### config.mk
export PLATFORM = sky130hd
export DESIGN_NAME = exit_ctrl
export DESIGN_NICKNAME = d
export VERILOG_FILES = /design/src/logic/mcu_pkg.sv /design/src/logic/exit_ctrl.sv
export SDC_FILE = /design/constraint.sdc
export NUM_CORES = 1
export LEC_CHECK = 0
export BUFFER_PORTS_ARGS = -buffer_cell sky130_fd_sc_hd__clkbuf_2
export CORE_ASPECT_RATIO = 0.75
export CORE_MARGIN = 1
export CORE_UTILIZATION = 41
export DETAILED_ROUTE_END_ITERATION = 7
export GPL_ROUTABILITY_DRIVEN = 1
export PLACE_DENSITY_LB_ADDON = 0.05
export SETUP_SLACK_MARGIN = 0.2
export SYNTH_ARGS = -nofsm -noshare
export SYNTH_HDL_FRONTEND = slang
export SYNTH_SLANG_ARGS = --single-unit
### constraint.sdc
create_clock -name clk_i -period 1 [get_ports clk_i]
set_clock_uncertainty 0.05 [all_clocks]
set_input_delay 0.1 -clock clk_i [delete_from_list [all_inputs] [get_ports clk_i]]
set_output_delay 0.1 -clock clk_i [all_outputs]
set_load 0.02 [all_outputs]
### src/logic/mcu_pkg.sv
// mini mcu shared definitions
// bus widths, memory map, address views and target select
package mcu_pkg;

  localparam int unsigned ADDR_W = 32;
  localparam int unsigned DATA_W = 32;

  // one sram bank
  localparam int unsigned BANK_WORDS = 256;
  localparam int unsigned BANK_AW    = $clog2(BANK_WORDS);

  localparam logic [ADDR_W-1:0] RAM_BASE    = 32'h0000_0000;
  localparam logic [ADDR_W-1:0] PERIPH_BASE = 32'h2000_0000;

  // exit value register, the only mapped peripheral register
  localparam logic [1:0] EXIT_REG_IDX = 2'd0;

  typedef logic [DATA_W-1:0] mcu_data_t;

  typedef struct packed {
    logic [ADDR_W-BANK_AW-4:0] zero;
    logic                      bank;
    logic [BANK_AW-1:0]        word;
    logic [1:0]                byte_off;
  } ram_view_t;

  typedef struct packed {
    logic [3:0]  region;
    logic [23:0] unused;
    logic [1:0]  reg_idx;
    logic [1:0]  byte_off;
  } periph_view_t;

  // same address word, read as ram or as peripheral
  typedef union packed {
    ram_view_t    ram;
    periph_view_t periph;
  } mcu_addr_u;

  typedef enum logic [1:0] {
    TGT_RAM0,
    TGT_RAM1,
    TGT_EXIT,
    TGT_NONE
  } tgt_sel_e;

endpackage

### src/logic/exit_ctrl.sv
// exit control peripheral
// latches the program's exit value and raises a sticky valid flag
module exit_ctrl (
  input  logic                clk_i,
  input  logic                rst_i,

  input  logic                req_i,
  input  logic                we_i,
  input  mcu_pkg::mcu_addr_u  addr_i,
  input  logic [3:0]          be_i,
  input  mcu_pkg::mcu_data_t  wdata_i,

  output logic                gnt_o,
  output logic                rvalid_o,
  output mcu_pkg::mcu_data_t  rdata_o,
  output logic                err_o,

  output mcu_pkg::mcu_data_t  exit_value_o,
  output logic                exit_valid_o
);

  import mcu_pkg::*;

  logic accept;
  logic hit;

  assign gnt_o  = req_i;
  assign accept = req_i & gnt_o;
  assign hit    = (addr_i.periph.reg_idx == EXIT_REG_IDX);

  always_ff @(posedge clk_i) begin
    if (rst_i) begin
      rvalid_o     <= 1'b0;
      err_o        <= 1'b0;
      exit_value_o <= '0;
      exit_valid_o <= 1'b0;
    end else begin
      rvalid_o <= accept;
      err_o    <= accept & ~hit;
      if (accept && we_i && hit) begin
        for (int b = 0; b < 4; b++) begin
          if (be_i[b]) begin
            exit_value_o[8*b +: 8] <= wdata_i[8*b +: 8];
          end
        end
        exit_valid_o <= 1'b1;
      end
    end
  end

  // unmapped index reads back as zero
  always_ff @(posedge clk_i) begin
    if (accept) begin
      rdata_o <= hit ? exit_value_o : '0;
    end
  end

  a_exit_valid_sticky: assert property (
    @(posedge clk_i) disable iff (rst_i)
    $fell(exit_valid_o) |-> $past(rst_i)
  ) else $error("exit_ctrl: exit_valid_o dropped outside reset");

endmodule

==> flow_metrics.py <==
metrics = {
    "routing": {
        "post_drt_wl_per_cell_um": 16.0,
        "drtAntennaViolNets": 0,
        "vias": 2437,
        "finalWirelength_um": 7980,
        "drt-initial-drc-count": 66,
        "drt-pass1-iter-count": 6,
        "viasPerCell": 4.88,
        "drcViolationCount": 5,
    },
    "run_status": {
        "status": "finished with violations",
        "violations": "design-rule violations, negative setup slack",
    },
    "clock_tree": {
        "htree_levels": 3,
        "root_buffer": "clkbuf_8",
        "cts_tree": "yes",
        "clockBufferDepth": 2,
        "clkTransAtPathRegs_ns": 0.07,
        "cts_num_sinks": 67,
        "clk_latency_ns": 0.34,
        "cts_buffers": 9,
    },
    "power": {
        "sw_frac_of_total_pct": 23.1,
        "comb_power_share_pct": 13.2,
        "power_switching_w": 0.00136,
        "p_clk_share_pct": 36.1,
        "p_int_w": 0.00450,
        "p_total_w": 0.00586,
        "pwr-share-seq_pct": 50.7,
        "p_per_area_mw_per_mm2": 1130,
        "p_leak_nw": 2.24,
        "max-vdd-ir-drop_mv": 0.745,
    },
    "layout": {
        "drive_above_1_share_pct": 68.4,
        "regArea_mm2": 0.00172,
        "num_antenna_cells": 0,
        "area_delta_synth_final_pct": 83.6,
        "multiInputGateArea_mm2": 0.00120,
        "fin_nets": 485,
        "n_fill_cell": 406,
        "fin_cells": 499,
    },
    "yosys": {
        "synth_seq_cells": 67,
        "ys_seq_area_share_pct": 58.8,
        "yosysTopAreaCell": "edfxtp_1",
        "synth_mux_area_share_pct": 0,
        "synth_adder_area_share_pct": 0,
        "syn_area_mm2": 0.00283,
        "synthDistinctLibCells": 14,
        "synth_compound_gate_area_share_pct": 9.92,
        "syn-num-nets": 300,
        "yosys.area_share.simple_pct": 26.6,
        "synth_cells": 228,
        "syn_avg_cell_area_um2": 12.4,
        "synth_top_family_by_area": "simple AND/OR/NAND/NOR gates",
        "synth.top_cell.area_share_pct": 34.0,
        "yosys_warnings": 0,
        "yosys.area_share.xor_xnor_pct": 0,
        "yosys-top-cells-area": "edfxtp_1 34%, dfxtp_1 25%, nand4b_1 9.9%, o21ai_2 9.9%, and2_1 7.1%",
    },
    "placed_design": {
        "hpwl_um": 4290,
        "place_congestion": 0.733,
        "post-place-ws_ns": -0.137,
        "portBuffers": 109,
        "placedCellCount": 409,
    },
    "timing": {
        "worst_slew_pin_slew_ns": 0.224,
        "rsz0062_at_grt": "yes",
        "setup_viol": 26,
        "clock.fmax_mhz": 953,
        "hold_viol_final": 0,
        "fin_crit_sh_pct": 105,
        "fin_hold_ws_ns": 0.0877,
        "fin_ws_ns": -0.0494,
        "slew_headroom_pct": 85.1,
        "finalMaxSlewViolations": 0,
        "post-route-min-period_ns": 1.05,
    },
    "worst_setup_path": {
        "crit_path_start": "rdata_o[19]",
        "worst_ep_arrival_time_ns": 0.90,
        "path_class": "reg -> out",
        "reg2reg_from": "exit_value_o[31]",
        "path_cells": "buf_6",
        "start_kind": "flop",
        "path_max_fanout": 1,
        "end_kind": "output port",
        "critPathTopFamily": "flip-flops",
        "worstSetupPathDepth": 1,
        "required_ns": 0.85,
        "r2r_setup_slack_ns": 0.02,
        "cpPeakStageDelay_ns": 0.41,
        "worst-path-buf-inv": 1,
        "worstRegToRegCells": 3,
        "critPathSlowestCell": "edfxtp_1",
    },
    "global_routing": {
        "grt_max_degree": 34,
        "antenna_found_initial": 0,
        "grt_pass1_vias": 2359,
        "grt_pass1_wl_um": 11600,
        "grt_overflow": 0,
        "grt_usage_pct": 21.0,
    },
    "hold_path": {
        "whs_path_depth": 3,
        "worstHoldStart": "be_i[0]",
        "hp-class": "in -> reg",
    },
    "floorplanning": {
        "dieArea_mm2": 0.00723,
        "num_rows": 25,
        "num_io_pins": 140,
        "initial_utilization_pct": 43.7,
        "die_x_um": 97.9,
        "die_h_um": 73.9,
        "core_mm2": 0.00647,
    },
    "job": {
        "maxCapViolCount": 0,
    },
}
layer usage:
metal	global-route usage (%)	share of wire [%]	vias to the layer above
met5	0	0	-
met4	5.22	0.69	0
met3	7.71	5.7	6
met2	37.0	52	73
met1	24.8	41	1180
li1	-	-	1178
logic make-up after synthesis:
family / Yosys count
compound gates: 32
buf+inv: 23
flops: 67
simple gates: 106
timing repair:
action,CTS,global route
hold buffers,32,0
buffers inserted,23,17
setup endpoints to repair,68,111
resized for setup,138,159
pin swaps,0,18
cloned,0,2
hold endpoints to repair,32,0
final cells by class:
class | count | area share (%)
repair buffers | 197 | 38.4
flip-flops and latches | 67 | 33.1
multi-input cells | 138 | 23.1
clock buffers | 12 | 2.60
well taps | 81 | 1.95
clock inverters | 4 | 0.820
through the flow:
step / util [%] / cell area [µm²] / setup TNS (ns)
final: 80.1 / 5190 / -0.545
after global routing: 80.1 / 5190 / -1.94
after CTS: 71.4 / 4620 / -0.970
after detailed placement: 53.8 / 3490 / -4.03
after global placement: 53.8 / 3490 / -3.70
after floorplan: - / 2830 / 0
final timing paths:
path | end
min reg2reg | exit_valid_o
max | rdata_o[19]
max reg2reg | rdata_o[31]
min | exit_value_o[1]
worst reg2reg max path: stages, from the launching register on:
cell	delay [ns]
dfxtp_4	0.36
buf_6	0.11
buf_6	0.11
and2_4	0.12
synth_stat cells:
cell	instances
and4bb_1	1
clkbuf_1	13
and2_1	32
nor2b_1	2
edfxtp_1	32
nand4b_1	32
dfxtp_1	35
buf_4	1
buf_2	4
and2_4	4
nand2b_1	32
nor2_1	3
o21ai_2	32
buf_6	5
cell usage in the layout (no fill, tap or decap):
cell type and count:
nor2b_1 2, clkinv_1 2, nor2_1 2, dfxtp_4 4
and2_1 9, buf_8 35, and2_4 27, buf_4 11
buf_6 59, clkbuf_8 9, nand2b_4 14, o21ai_2 32
nor2_2 1, clkbuf_16 2, nand4b_1 32, buf_12 4
dlygate4sd3_1 32, clkbuf_2 41, and4bb_4 1, edfxtp_1 32
clkbuf_1 3, nand2b_1 18, dfxtp_2 31, clkinv_2 1
bufinv_16 1, buf_2 13
state kept, by name, summed over array words and instances (netlist names):
name          count
rdata_o          32
err_o             1
rvalid_o          1
exit_value_o     32
exit_valid_o      1
power by group through the flow:
stage	registers [W]	logic [W]	clock network [W]
2_1_floorplan	0.00311	0.000157	0
3_3_place_gp	0.00302	0.000479	0
3_5_place_dp	0.00302	0.000482	0
4_1_cts	0.00297	0.000649	0.00215
5_1_grt	0.00298	0.000817	0.00228
6_report	0.00297	0.000776	0.00211
Power figures use the tool's default switching activity.
