**config.mk**
```make
export PLATFORM = sky130hd
export DESIGN_NAME = system_bus
export DESIGN_NICKNAME = d
export VERILOG_FILES = /design/src/logic/mcu_pkg.sv /design/src/logic/system_bus.sv
export SDC_FILE = /design/constraint.sdc
export NUM_CORES = 1
export LEC_CHECK = 0
export ABC_AREA = 1
export BUFFER_PORTS_ARGS = -buffer_cell sky130_fd_sc_hd__buf_2
export CORE_AREA = 2 2 146 148
export DETAILED_ROUTE_END_ITERATION = 12
export DIE_AREA = 0 0 148 150
export GPL_TIMING_DRIVEN = 0
export PLACE_DENSITY_LB_ADDON = 0.05
export REMOVE_ABC_BUFFERS = 1
export SYNTH_ARGS = -nofsm -noshare
export SYNTH_HDL_FRONTEND = slang
export SYNTH_SLANG_ARGS = --single-unit
```
**constraint.sdc**
```tcl
create_clock -name clk_i -period 2.4 [get_ports clk_i]
set_input_delay 0.6 -clock clk_i [delete_from_list [all_inputs] [get_ports clk_i]]
set_output_delay 0.6 -clock clk_i [all_outputs]
set_load 0.05 [all_outputs]
```
**src/logic/mcu_pkg.sv**
```systemverilog
// mini mcu shared definitions
// bus widths, memory map, address views and target select
package mcu_pkg;

  localparam int unsigned ADDR_W = 32;
  localparam int unsigned DATA_W = 32;

  // one sram bank
  localparam int unsigned BANK_WORDS = 256;
  localparam int unsigned BANK_AW    = $clog2(BANK_WORDS);

  localparam logic [ADDR_W-1:0] RAM_BASE    = 32'h0000_0000;
  localparam logic [ADDR_W-1:0] PERIPH_BASE = 32'h2000_0000;

  // exit value register, the only mapped peripheral register
  localparam logic [1:0] EXIT_REG_IDX = 2'd0;

  typedef logic [DATA_W-1:0] mcu_data_t;

  typedef struct packed {
    logic [ADDR_W-BANK_AW-4:0] zero;
    logic                      bank;
    logic [BANK_AW-1:0]        word;
    logic [1:0]                byte_off;
  } ram_view_t;

  typedef struct packed {
    logic [3:0]  region;
    logic [23:0] unused;
    logic [1:0]  reg_idx;
    logic [1:0]  byte_off;
  } periph_view_t;

  // same address word, read as ram or as peripheral
  typedef union packed {
    ram_view_t    ram;
    periph_view_t periph;
  } mcu_addr_u;

  typedef enum logic [1:0] {
    TGT_RAM0,
    TGT_RAM1,
    TGT_EXIT,
    TGT_NONE
  } tgt_sel_e;

endpackage

```
**src/logic/system_bus.sv**
```systemverilog
// system bus for one obi master
// decodes to two sram banks and exit control, merges responses in order
module system_bus (
  input  logic                        clk_i,
  input  logic                        rst_i,

  // master side
  input  logic                        req_i,
  input  logic                        we_i,
  input  mcu_pkg::mcu_addr_u          addr_i,
  input  logic [3:0]                  be_i,
  input  mcu_pkg::mcu_data_t          wdata_i,
  output logic                        gnt_o,
  output logic                        rvalid_o,
  output mcu_pkg::mcu_data_t          rdata_o,
  output logic                        err_o,

  // ram bank 0
  output logic                        ram0_req_o,
  output logic                        ram0_we_o,
  output logic [mcu_pkg::BANK_AW-1:0] ram0_addr_o,
  output logic [3:0]                  ram0_be_o,
  output mcu_pkg::mcu_data_t          ram0_wdata_o,
  input  logic                        ram0_gnt_i,
  input  logic                        ram0_rvalid_i,
  input  mcu_pkg::mcu_data_t          ram0_rdata_i,

  // ram bank 1
  output logic                        ram1_req_o,
  output logic                        ram1_we_o,
  output logic [mcu_pkg::BANK_AW-1:0] ram1_addr_o,
  output logic [3:0]                  ram1_be_o,
  output mcu_pkg::mcu_data_t          ram1_wdata_o,
  input  logic                        ram1_gnt_i,
  input  logic                        ram1_rvalid_i,
  input  mcu_pkg::mcu_data_t          ram1_rdata_i,

  // exit control
  output logic                        exit_req_o,
  output logic                        exit_we_o,
  output mcu_pkg::mcu_addr_u          exit_addr_o,
  output logic [3:0]                  exit_be_o,
  output mcu_pkg::mcu_data_t          exit_wdata_o,
  input  logic                        exit_gnt_i,
  input  logic                        exit_rvalid_i,
  input  mcu_pkg::mcu_data_t          exit_rdata_i,
  input  logic                        exit_err_i
);

  import mcu_pkg::*;

  tgt_sel_e tgt_d;
  tgt_sel_e tgt_q;
  logic     accept;
  logic     valid_q;

  // ram needs bits 31..11 clear, peripherals match on the top nibble
  always_comb begin
    tgt_d = TGT_NONE;
    if (addr_i.ram.zero == RAM_BASE[ADDR_W-1:BANK_AW+3]) begin
      if (addr_i.ram.bank) begin
        tgt_d = TGT_RAM1;
      end else begin
        tgt_d = TGT_RAM0;
      end
    end else if (addr_i.periph.region == PERIPH_BASE[ADDR_W-1 -: 4]) begin
      tgt_d = TGT_EXIT;
    end
  end

  assign ram0_req_o   = req_i && (tgt_d == TGT_RAM0);
  assign ram0_we_o    = we_i;
  assign ram0_addr_o  = addr_i.ram.word;
  assign ram0_be_o    = be_i;
  assign ram0_wdata_o = wdata_i;

  assign ram1_req_o   = req_i && (tgt_d == TGT_RAM1);
  assign ram1_we_o    = we_i;
  assign ram1_addr_o  = addr_i.ram.word;
  assign ram1_be_o    = be_i;
  assign ram1_wdata_o = wdata_i;

  assign exit_req_o   = req_i && (tgt_d == TGT_EXIT);
  assign exit_we_o    = we_i;
  assign exit_addr_o  = addr_i;
  assign exit_be_o    = be_i;
  assign exit_wdata_o = wdata_i;

  // unmapped requests are granted here
  always_comb begin
    case (tgt_d)
      TGT_RAM0: gnt_o = ram0_gnt_i;
      TGT_RAM1: gnt_o = ram1_gnt_i;
      TGT_EXIT: gnt_o = exit_gnt_i;
      default:  gnt_o = req_i;
    endcase
  end

  assign accept = req_i & gnt_o;

  always_ff @(posedge clk_i) begin
    if (rst_i) begin
      tgt_q   <= TGT_NONE;
      valid_q <= 1'b0;
    end else begin
      valid_q <= accept;
      if (accept) begin
        tgt_q <= tgt_d;
      end
    end
  end

  // response mux, error response made locally
  always_comb begin
    rvalid_o = 1'b0;
    rdata_o  = '0;
    err_o    = 1'b0;
    case (tgt_q)
      TGT_RAM0: begin
        rvalid_o = ram0_rvalid_i;
        rdata_o  = ram0_rdata_i;
      end
      TGT_RAM1: begin
        rvalid_o = ram1_rvalid_i;
        rdata_o  = ram1_rdata_i;
      end
      TGT_EXIT: begin
        rvalid_o = exit_rvalid_i;
        rdata_o  = exit_rdata_i;
        err_o    = exit_err_i;
      end
      default: begin
        rvalid_o = valid_q;
        err_o    = valid_q;
      end
    endcase
  end

  a_one_slave_req: assert property (
    @(posedge clk_i) disable iff (rst_i)
    $onehot0({ram0_req_o, ram1_req_o, exit_req_o})
  ) else $error("system_bus: more than one slave requested");

  a_rvalid_has_request: assert property (
    @(posedge clk_i) disable iff (rst_i)
    rvalid_o |-> $past(accept)
  ) else $error("system_bus: response without an accepted transfer");

endmodule

```
==> results.rst, run 1 <==
.. list-table::
   :header-rows: 1

   * - Metric
     - Value
   * - Post-synth top area share
     - 0.565
   * - Root Buffer Master
     - sky130_fd_sc_hd__clkbuf_16
   * - Maximum clock path buffer count
     - 2
   * - DP Wirelength
     - roughly 13,000 µm
   * - Total via count after detailed routing
     - around 2,300
   * - Maximum vdd ir drop
     - roughly 180 µV
   * - Maximum net fanout on the critical path
     - 3
   * - Overall overflow remaining after global route
     - 0
   * - Die extent in y
     - approximately 150 µm
   * - Number of storage elements in the synthesis netlist
     - 3
   * - GRT Util Overall
     - 0.128
   * - Number of flops mapped to enable cells by yosys
     - 0
   * - Routed len/inst
     - 22.9 µm
   * - Top cells by count, synth
     - sky130_fd_sc_hd__buf_4, sky130_fd_sc_hd__nand2_1, sky130_fd_sc_hd__nand3_1, sky130_fd_sc_hd__nor2_1, sky130_fd_sc_hd__inv_1
   * - Most used flip-flop cell after synthesis
     - sky130_fd_sc_hd__dfxtp_1
   * - Actual transition at the worst max-transition pin
     - 305 ps
   * - Number of remaining DRC errors
     - 0
   * - Final hold violations
     - 0
   * - Most instantiated library cell after synthesis
     - sky130_fd_sc_hd__buf_4
   * - Synthesized area per cell
     - just under 6 µm²
   * - H-tree levels
     - 1
   * - DIE WIDTH
     - approximately 150 µm
   * - Worst hold slack
     - just over 500 ps
   * - Floorplan die area
     - around 22,000 µm²
   * - Last weighted congestion value of the routability-driven placer
     - approximately 0.68
   * - Clock transition at path regs
     - 30 ps
   * - Site Rows
     - 53
   * - Later-pin clock latency in the skew report
     - around 220 ps
   * - # setup viols final
     - 0
   * - Area of the mapped netlist
     - between 2000 and 2500 µm²
   * - Detailed-routing iteration count for the pre-antenna-repair pass
     - 4
   * - Area growth from synthesis to layout
     - 19.6%
   * - Synth Instances
     - around 360
   * - Share of post-route cells with drive strength above 1
     - 0.594
   * - Remaining max-slew budget at the tightest pin
     - 0.797
   * - Endpoint class of the critical path
     - output port
   * - Highest attainable clock frequency
     - approximately 430 MHz
   * - Hold-fix buffers at CTS
     - 0
   * - Proportion of synthesized flip-flops having asynchronous set or reset
     - 0
   * - Number of antenna-violating nets in the routed design
     - 0
   * - Arr. time, crit path
     - between 1500 and 2000 ps
   * - Fin nets
     - between 500 and 600
   * - Wirelength, routed
     - around 15,000 µm
   * - Detailed-route vias per instance
     - 3.47
   * - Cts bufs inserted
     - 3
   * - Final antenna diode count
     - 0
   * - Startpoint type of the worst setup path
     - primary input
   * - Cells traversed along the worst timing path
     - buf_6, nor2_4, nand2_2, nor2_4, nand2_2, nor2_4, nand3_2, nand3_2, o31a_2, buf_8
   * - Period utilization
     - 0.963
   * - CTS tree
     - done
   * - CP peak stage delay
     - around 160 ps
   * - Most area-consuming cells after synthesis
     - sky130_fd_sc_hd__buf_4, sky130_fd_sc_hd__nand2_1, sky130_fd_sc_hd__nand3_1
   * - Initial core utilization
     - 0.102
   * - Status
     - complete, no violations
   * - Count of pins over their slew limit
     - 0
   * - Non-Filler Cell Area, Final
     - ~2500 µm²
   * - Sequential fraction of the synthesis area
     - 0.0284
   * - Number of global-route vias before repair
     - between 2,000 and 2,500
   * - Total negative setup slack
     - 0 ps
   * - Power density over cell area
     - around 340 nW/µm²
   * - Maximum number of pins on one net before global-route repair
     - 27
   * - Total number of yosys warnings
     - 0
   * - Crit path setup slack, layout
     - roughly 90 ps
   * - Global-route wire length before repair
     - around 20,000 µm
   * - Required time worst endpoint
     - about 1800 ps
   * - Core area
     - a little over 20,000 µm²
   * - Violation count after the first detailed-routing iteration
     - 57
   * - Path category of the worst min-delay check
     - reg -> reg
   * - Port Buf Inserts
     - 187
   * - Number of top-level pins
     - roughly 370
   * - Post-synth top area cell
     - sky130_fd_sc_hd__buf_4
   * - Number of antenna violations at the first check in global routing
     - 0
   * - End-of-flow core utilization
     - 0.122
   * - Worst-case setup slack after placement
     - -401 ps
   * - Synth unique cells
     - 17
   * - Slowest cell on the critical path
     - sky130_fd_sc_hd__nor2_4
   * - Final clock skew
     - 0 ps
   * - MaxCap Viol Count
     - 0
   * - Class of the most critical setup path
     - in -> out
   * - Instance area after placement
     - roughly 2200 µm²
   * - Minimum period implied by the final worst setup slack
     - ~2300 ps
   * - Cell seen most often among critical-path stages
     - sky130_fd_sc_hd__nor2_4
   * - Leak pwr
     - 1.33 nW
   * - Total clock sinks
     - 3
==> sequential cells by signal (all words and copies together), names as in the netlist <==
signal / count
tgt_q: 2
valid_q: 1
==> path summary, 6_finish.rpt <==
check              from        to  slack, ps  cells after the start
min            tgt_q[1]  tgt_q[1]        510                      2
max          addr_i[19]     gnt_o         90                     10
min reg2reg    tgt_q[1]  tgt_q[1]        510                      2
max reg2reg    tgt_q[0]  tgt_q[0]       1690                      2
==> logic make-up (layout without fill, tap and decap cells) <==
| logic type | after synthesis | in the layout | synth area share |
|---|---|---|---|
| AO/OA/AOI/OAI | 2 | 2 | 0.00889 |
| flip-flops | 3 | 3 | 0.0284 |
| buffers and inverters | 178 | 214 | 0.601 |
| AND/OR/NAND/NOR | 178 | 178 | 0.362 |
==> metal layers <==
metal,vias up,GRT usage,part of all wire
met2,305,0.208,0.45
met1,987,0.109,0.31
met5,-,0.0591,0.0046
met3,12,0.135,0.24
met4,2,0.0143,0.0086
li1,1025,-,-
==> worst max-delay path: cells and delay by family <==
family / cells / cell delay (ps)
simple gates: 7 / 710
compound gates: 1 / 150
buf+inv: 2 / 240
==> where the power goes <==
group	internal [mW]	switching, mW	total [mW]
registers	0.0534	0.00416	0.0576
clock network	0.219	0.0425	0.261
logic	0.173	0.372	0.545
total	0.446	0.418	0.864
==> timing repair <==
action                     CTS  global route
gates resized for setup      9            29
pin swaps                    4            16
setup endpoints to repair   34             5
setup buffers                8             2
cloned                       1             0
==> layout make-up <==
| class | instances | area (µm²) |
|---|---|---|
| clock buffer | 4 | 78.8 |
| fill | 2479 | 18200 |
| inverter | 10 | 41.3 |
| multi-input combinational | 180 | 881 |
| sequential | 3 | 61.3 |
| tap | 275 | 344 |
| timing repair buffer | 199 | 1110 |
| timing repair inverter | 1 | 7.51 |
==> through the flow <==
step	total power [mW]	cells
finish	0.864	672
global route	0.912	672
floorplan	0.291	193
detailed placement	0.574	657
CTS	0.858	670
global placement	0.571	655
==> cells in the final DEF, fill, tap and decap left out <==
cell,n
sky130_fd_sc_hd__nand3_2,3
sky130_fd_sc_hd__buf_12,1
sky130_fd_sc_hd__a21oi_2,1
sky130_fd_sc_hd__nor3_1,2
sky130_fd_sc_hd__buf_4,10
sky130_fd_sc_hd__inv_2,1
sky130_fd_sc_hd__dfxtp_2,1
sky130_fd_sc_hd__buf_16,1
sky130_fd_sc_hd__buf_2,179
sky130_fd_sc_hd__nor2_2,6
sky130_fd_sc_hd__buf_6,7
sky130_fd_sc_hd__nand3_4,1
sky130_fd_sc_hd__clkbuf_1,1
sky130_fd_sc_hd__buf_8,1
sky130_fd_sc_hd__dfxtp_1,2
sky130_fd_sc_hd__nor2_4,10
sky130_fd_sc_hd__nor2_1,6
sky130_fd_sc_hd__o31a_2,1
sky130_fd_sc_hd__nand4_1,1
sky130_fd_sc_hd__clkbuf_16,3
sky130_fd_sc_hd__nand3_1,37
sky130_fd_sc_hd__inv_1,8
sky130_fd_sc_hd__clkinvlp_4,2
sky130_fd_sc_hd__nand2_1,104
sky130_fd_sc_hd__nand2_2,8
Power figures use the tool's default switching activity.
==> run 2: changes to the inputs <==
Settings changed: GPL_ROUTABILITY_DRIVEN from default to 0, PLACE_DENSITY_LB_ADDON 0.05 to 0.15.
==> run 2 against run 1 <==
Compared with the run above: worst setup slack worse by 21 ps; combinational power rose by 0.7%; flip-flop and latch count stayed put; critical path type unchanged.
==> results.rst, run 2 (same netlist as run 1, synthesis figures left out) <==
.. list-table::
   :header-rows: 1

   * - Metric
     - Value
   * - Final hold violations
     - 0
   * - Launch point of the worst hold path
     - tgt_q[1]
   * - Count of pins over their slew limit
     - 0
   * - Top library cells by usage in the layout, fill and taps aside
     - sky130_fd_sc_hd__buf_2, sky130_fd_sc_hd__nand2_1, sky130_fd_sc_hd__nand3_1
   * - Final total power
     - around 0.87 mW
   * - Maximum vdd ir drop
     - 163 µV
   * - Number of global-route vias before repair
     - 2,272
   * - Arr. time, crit path
     - between 1500 and 2000 ps
   * - Port Buf Inserts
     - about 190
   * - Number of remaining DRC errors
     - 0
   * - Leak pwr
     - 1.33 nW
   * - Remaining max-slew budget at the tightest pin
     - 0.791
   * - # setup viols final
     - 0
   * - Core area
     - approximately 21,000 µm²
   * - Total clock sinks
     - 3
   * - Highest attainable clock frequency
     - about 430 MHz
   * - Actual transition at the worst max-transition pin
     - 315 ps
   * - Flip-flop count of the largest register after layout
     - 2
   * - H-tree levels
     - 1
   * - Die extent in y
     - 150 µm
   * - Class of the most critical setup path
     - in -> out
   * - Worst setup startpoint
     - addr_i[23]
   * - DIE WIDTH
     - 148 µm
   * - Overall overflow remaining after global route
     - 0
   * - CTS tree
     - done
   * - Final antenna diode count
     - 0
   * - Non-Filler Cell Area, Final
     - approximately 2500 µm²
   * - CP peak stage delay
     - between 150 and 200 ps
   * - Number of top-level pins
     - ~370
   * - MaxCap Viol Count
     - 0
   * - Largest registers
     - tgt_q x2, valid_q x1
   * - DP Wirelength
     - around 14,000 µm
   * - Wirelength, routed
     - 16,300 µm
   * - Violation count after the first detailed-routing iteration
     - 65
   * - Clock transition at path regs
     - approximately 30 ps
   * - Root Buffer Master
     - sky130_fd_sc_hd__clkbuf_16
   * - Number of antenna violations at the first check in global routing
     - 1
   * - Startpoint type of the worst setup path
     - primary input
   * - Endpoint class of the critical path
     - output port
   * - Later-pin clock latency in the skew report
     - around 220 ps
   * - Cts bufs inserted
     - 3
   * - Maximum net fanout on the critical path
     - 3
   * - Slowest cell on the critical path
     - sky130_fd_sc_hd__o31a_2
   * - Final clock skew
     - 0 ps
   * - Instance area after placement
     - roughly 2200 µm²
   * - Path category of the worst min-delay check
     - reg -> reg
   * - Site Rows
     - between 50 and 60
   * - Power density over cell area
     - roughly 340 nW/µm²
   * - Most frequent standard cell in the layout excluding fill and tap cells
     - sky130_fd_sc_hd__buf_2
   * - Largest reg by FF count
     - tgt_q
   * - Period utilization
     - 0.972
   * - Reg2reg setup slack
     - between 1500 and 2000 ps
   * - Maximum clock path buffer count
     - 2
   * - Routed len/inst
     - roughly 24 µm
   * - Global-route wire length before repair
     - about 20,000 µm
   * - Detailed-route vias per instance
     - ~3.6
   * - Total via count after detailed routing
     - 2,447
   * - Fin nets
     - 572
   * - Required time worst endpoint
     - around 1800 ps
   * - Detailed-routing iteration count for the pre-antenna-repair pass
     - 4
   * - Register area
     - 62.6 µm²
   * - Final-layout fill cell count
     - approximately 2,400
   * - Area growth from synthesis to layout
     - 19.8%
   * - Floorplan die area
     - 22,200 µm²
   * - Layout Cells excl Fill
     - 671
   * - Status
     - complete, no violations
   * - Number of instances in the placed design
     - approximately 660
   * - Number of antenna-violating nets in the routed design
     - 0
   * - Setup repair after global routing missed its margin
     - true
   * - Initial core utilization
     - 0.102
   * - Maximum number of pins on one net before global-route repair
     - 29
   * - GRT Util Overall
     - 0.136
   * - Cells traversed along the worst timing path
     - buf_6, nor2_2, nand2_2, nor2_4, nand2_2, nor2_4, nand3_2, nand3_2, o31a_2, buf_8
   * - RR Startpoint
     - tgt_q[0]
   * - Area taken by multi-input logic gates
     - approximately 870 µm²
   * - Minimum period implied by the final worst setup slack
     - roughly 2300 ps
   * - Share of post-route cells with drive strength above 1
     - 0.588
## run 2: cell count changes in the layout (fill, tap and decap cells not counted), moves of 2 or more
cell and delta:
sky130_fd_sc_hd__buf_12 +2, sky130_fd_sc_hd__buf_4 -3, sky130_fd_sc_hd__nor2_1 +2, sky130_fd_sc_hd__nor2_2 -2
## run 2: per-stage QoR
step / utilization / setup TNS, ps / hold WS [ps] / setup slack [ps]
final: 0.122 / 0 / 516 / 67.6
after global routing: 0.122 / -31.4 / 530 / -31.4
after floorplan: - / -2470 / 471 / -253
after CTS: 0.117 / 0 / 542 / 1.47
after detailed placement: 0.107 / -6390 / 536 / -458
after global placement: 0.104 / -42140 / 500 / -1360
## run 2: power breakdown
group,internal [mW],switching [mW]
Clock,0.219,0.0454
Sequential,0.0537,0.00440
Combinational,0.176,0.373
Total,0.449,0.423
## run 2: what timing repair did
item,4_1_cts,5_1_grt
setup endpoints to repair,34,3
pin swaps,3,16
endpoints found under the hold margin,0,0
buffers inserted,8,1
gates resized for setup,8,27
hold buffers,0,0
gates cloned,1,0
## run 2: worst paths after layout
kind / to / cells past startpoint
worst min register to register: tgt_q[1] / 2
worst max register to register: tgt_q[0] / 2
worst max-delay path: gnt_o / 10
worst min-delay path: tgt_q[1] / 2
## run 2: worst max-delay path: cells and delay by family
family / cells / cell delay (ps)
AO/OA/AOI/OAI: 1 / 160
buffers and inverters: 2 / 230
AND/OR/NAND/NOR: 7 / 720
## run 2: area by class of cell
type / count / share of cell area
Timing Repair Buffer: 198 / 0.444
Multi-Input combinational cell: 180 / 0.345
Tap cell: 275 / 0.136
Clock buffer: 4 / 0.0311
Sequential cell: 3 / 0.0247
Inverter: 10 / 0.0163
Timing Repair inverter: 1 / 0.00297
## run 2: metal layers
layer,global-route usage,part of all wire
met3,0.135,0.22
met2,0.221,0.43
met1,0.105,0.27
met5,0.0909,0.015
met4,0.0514,0.055
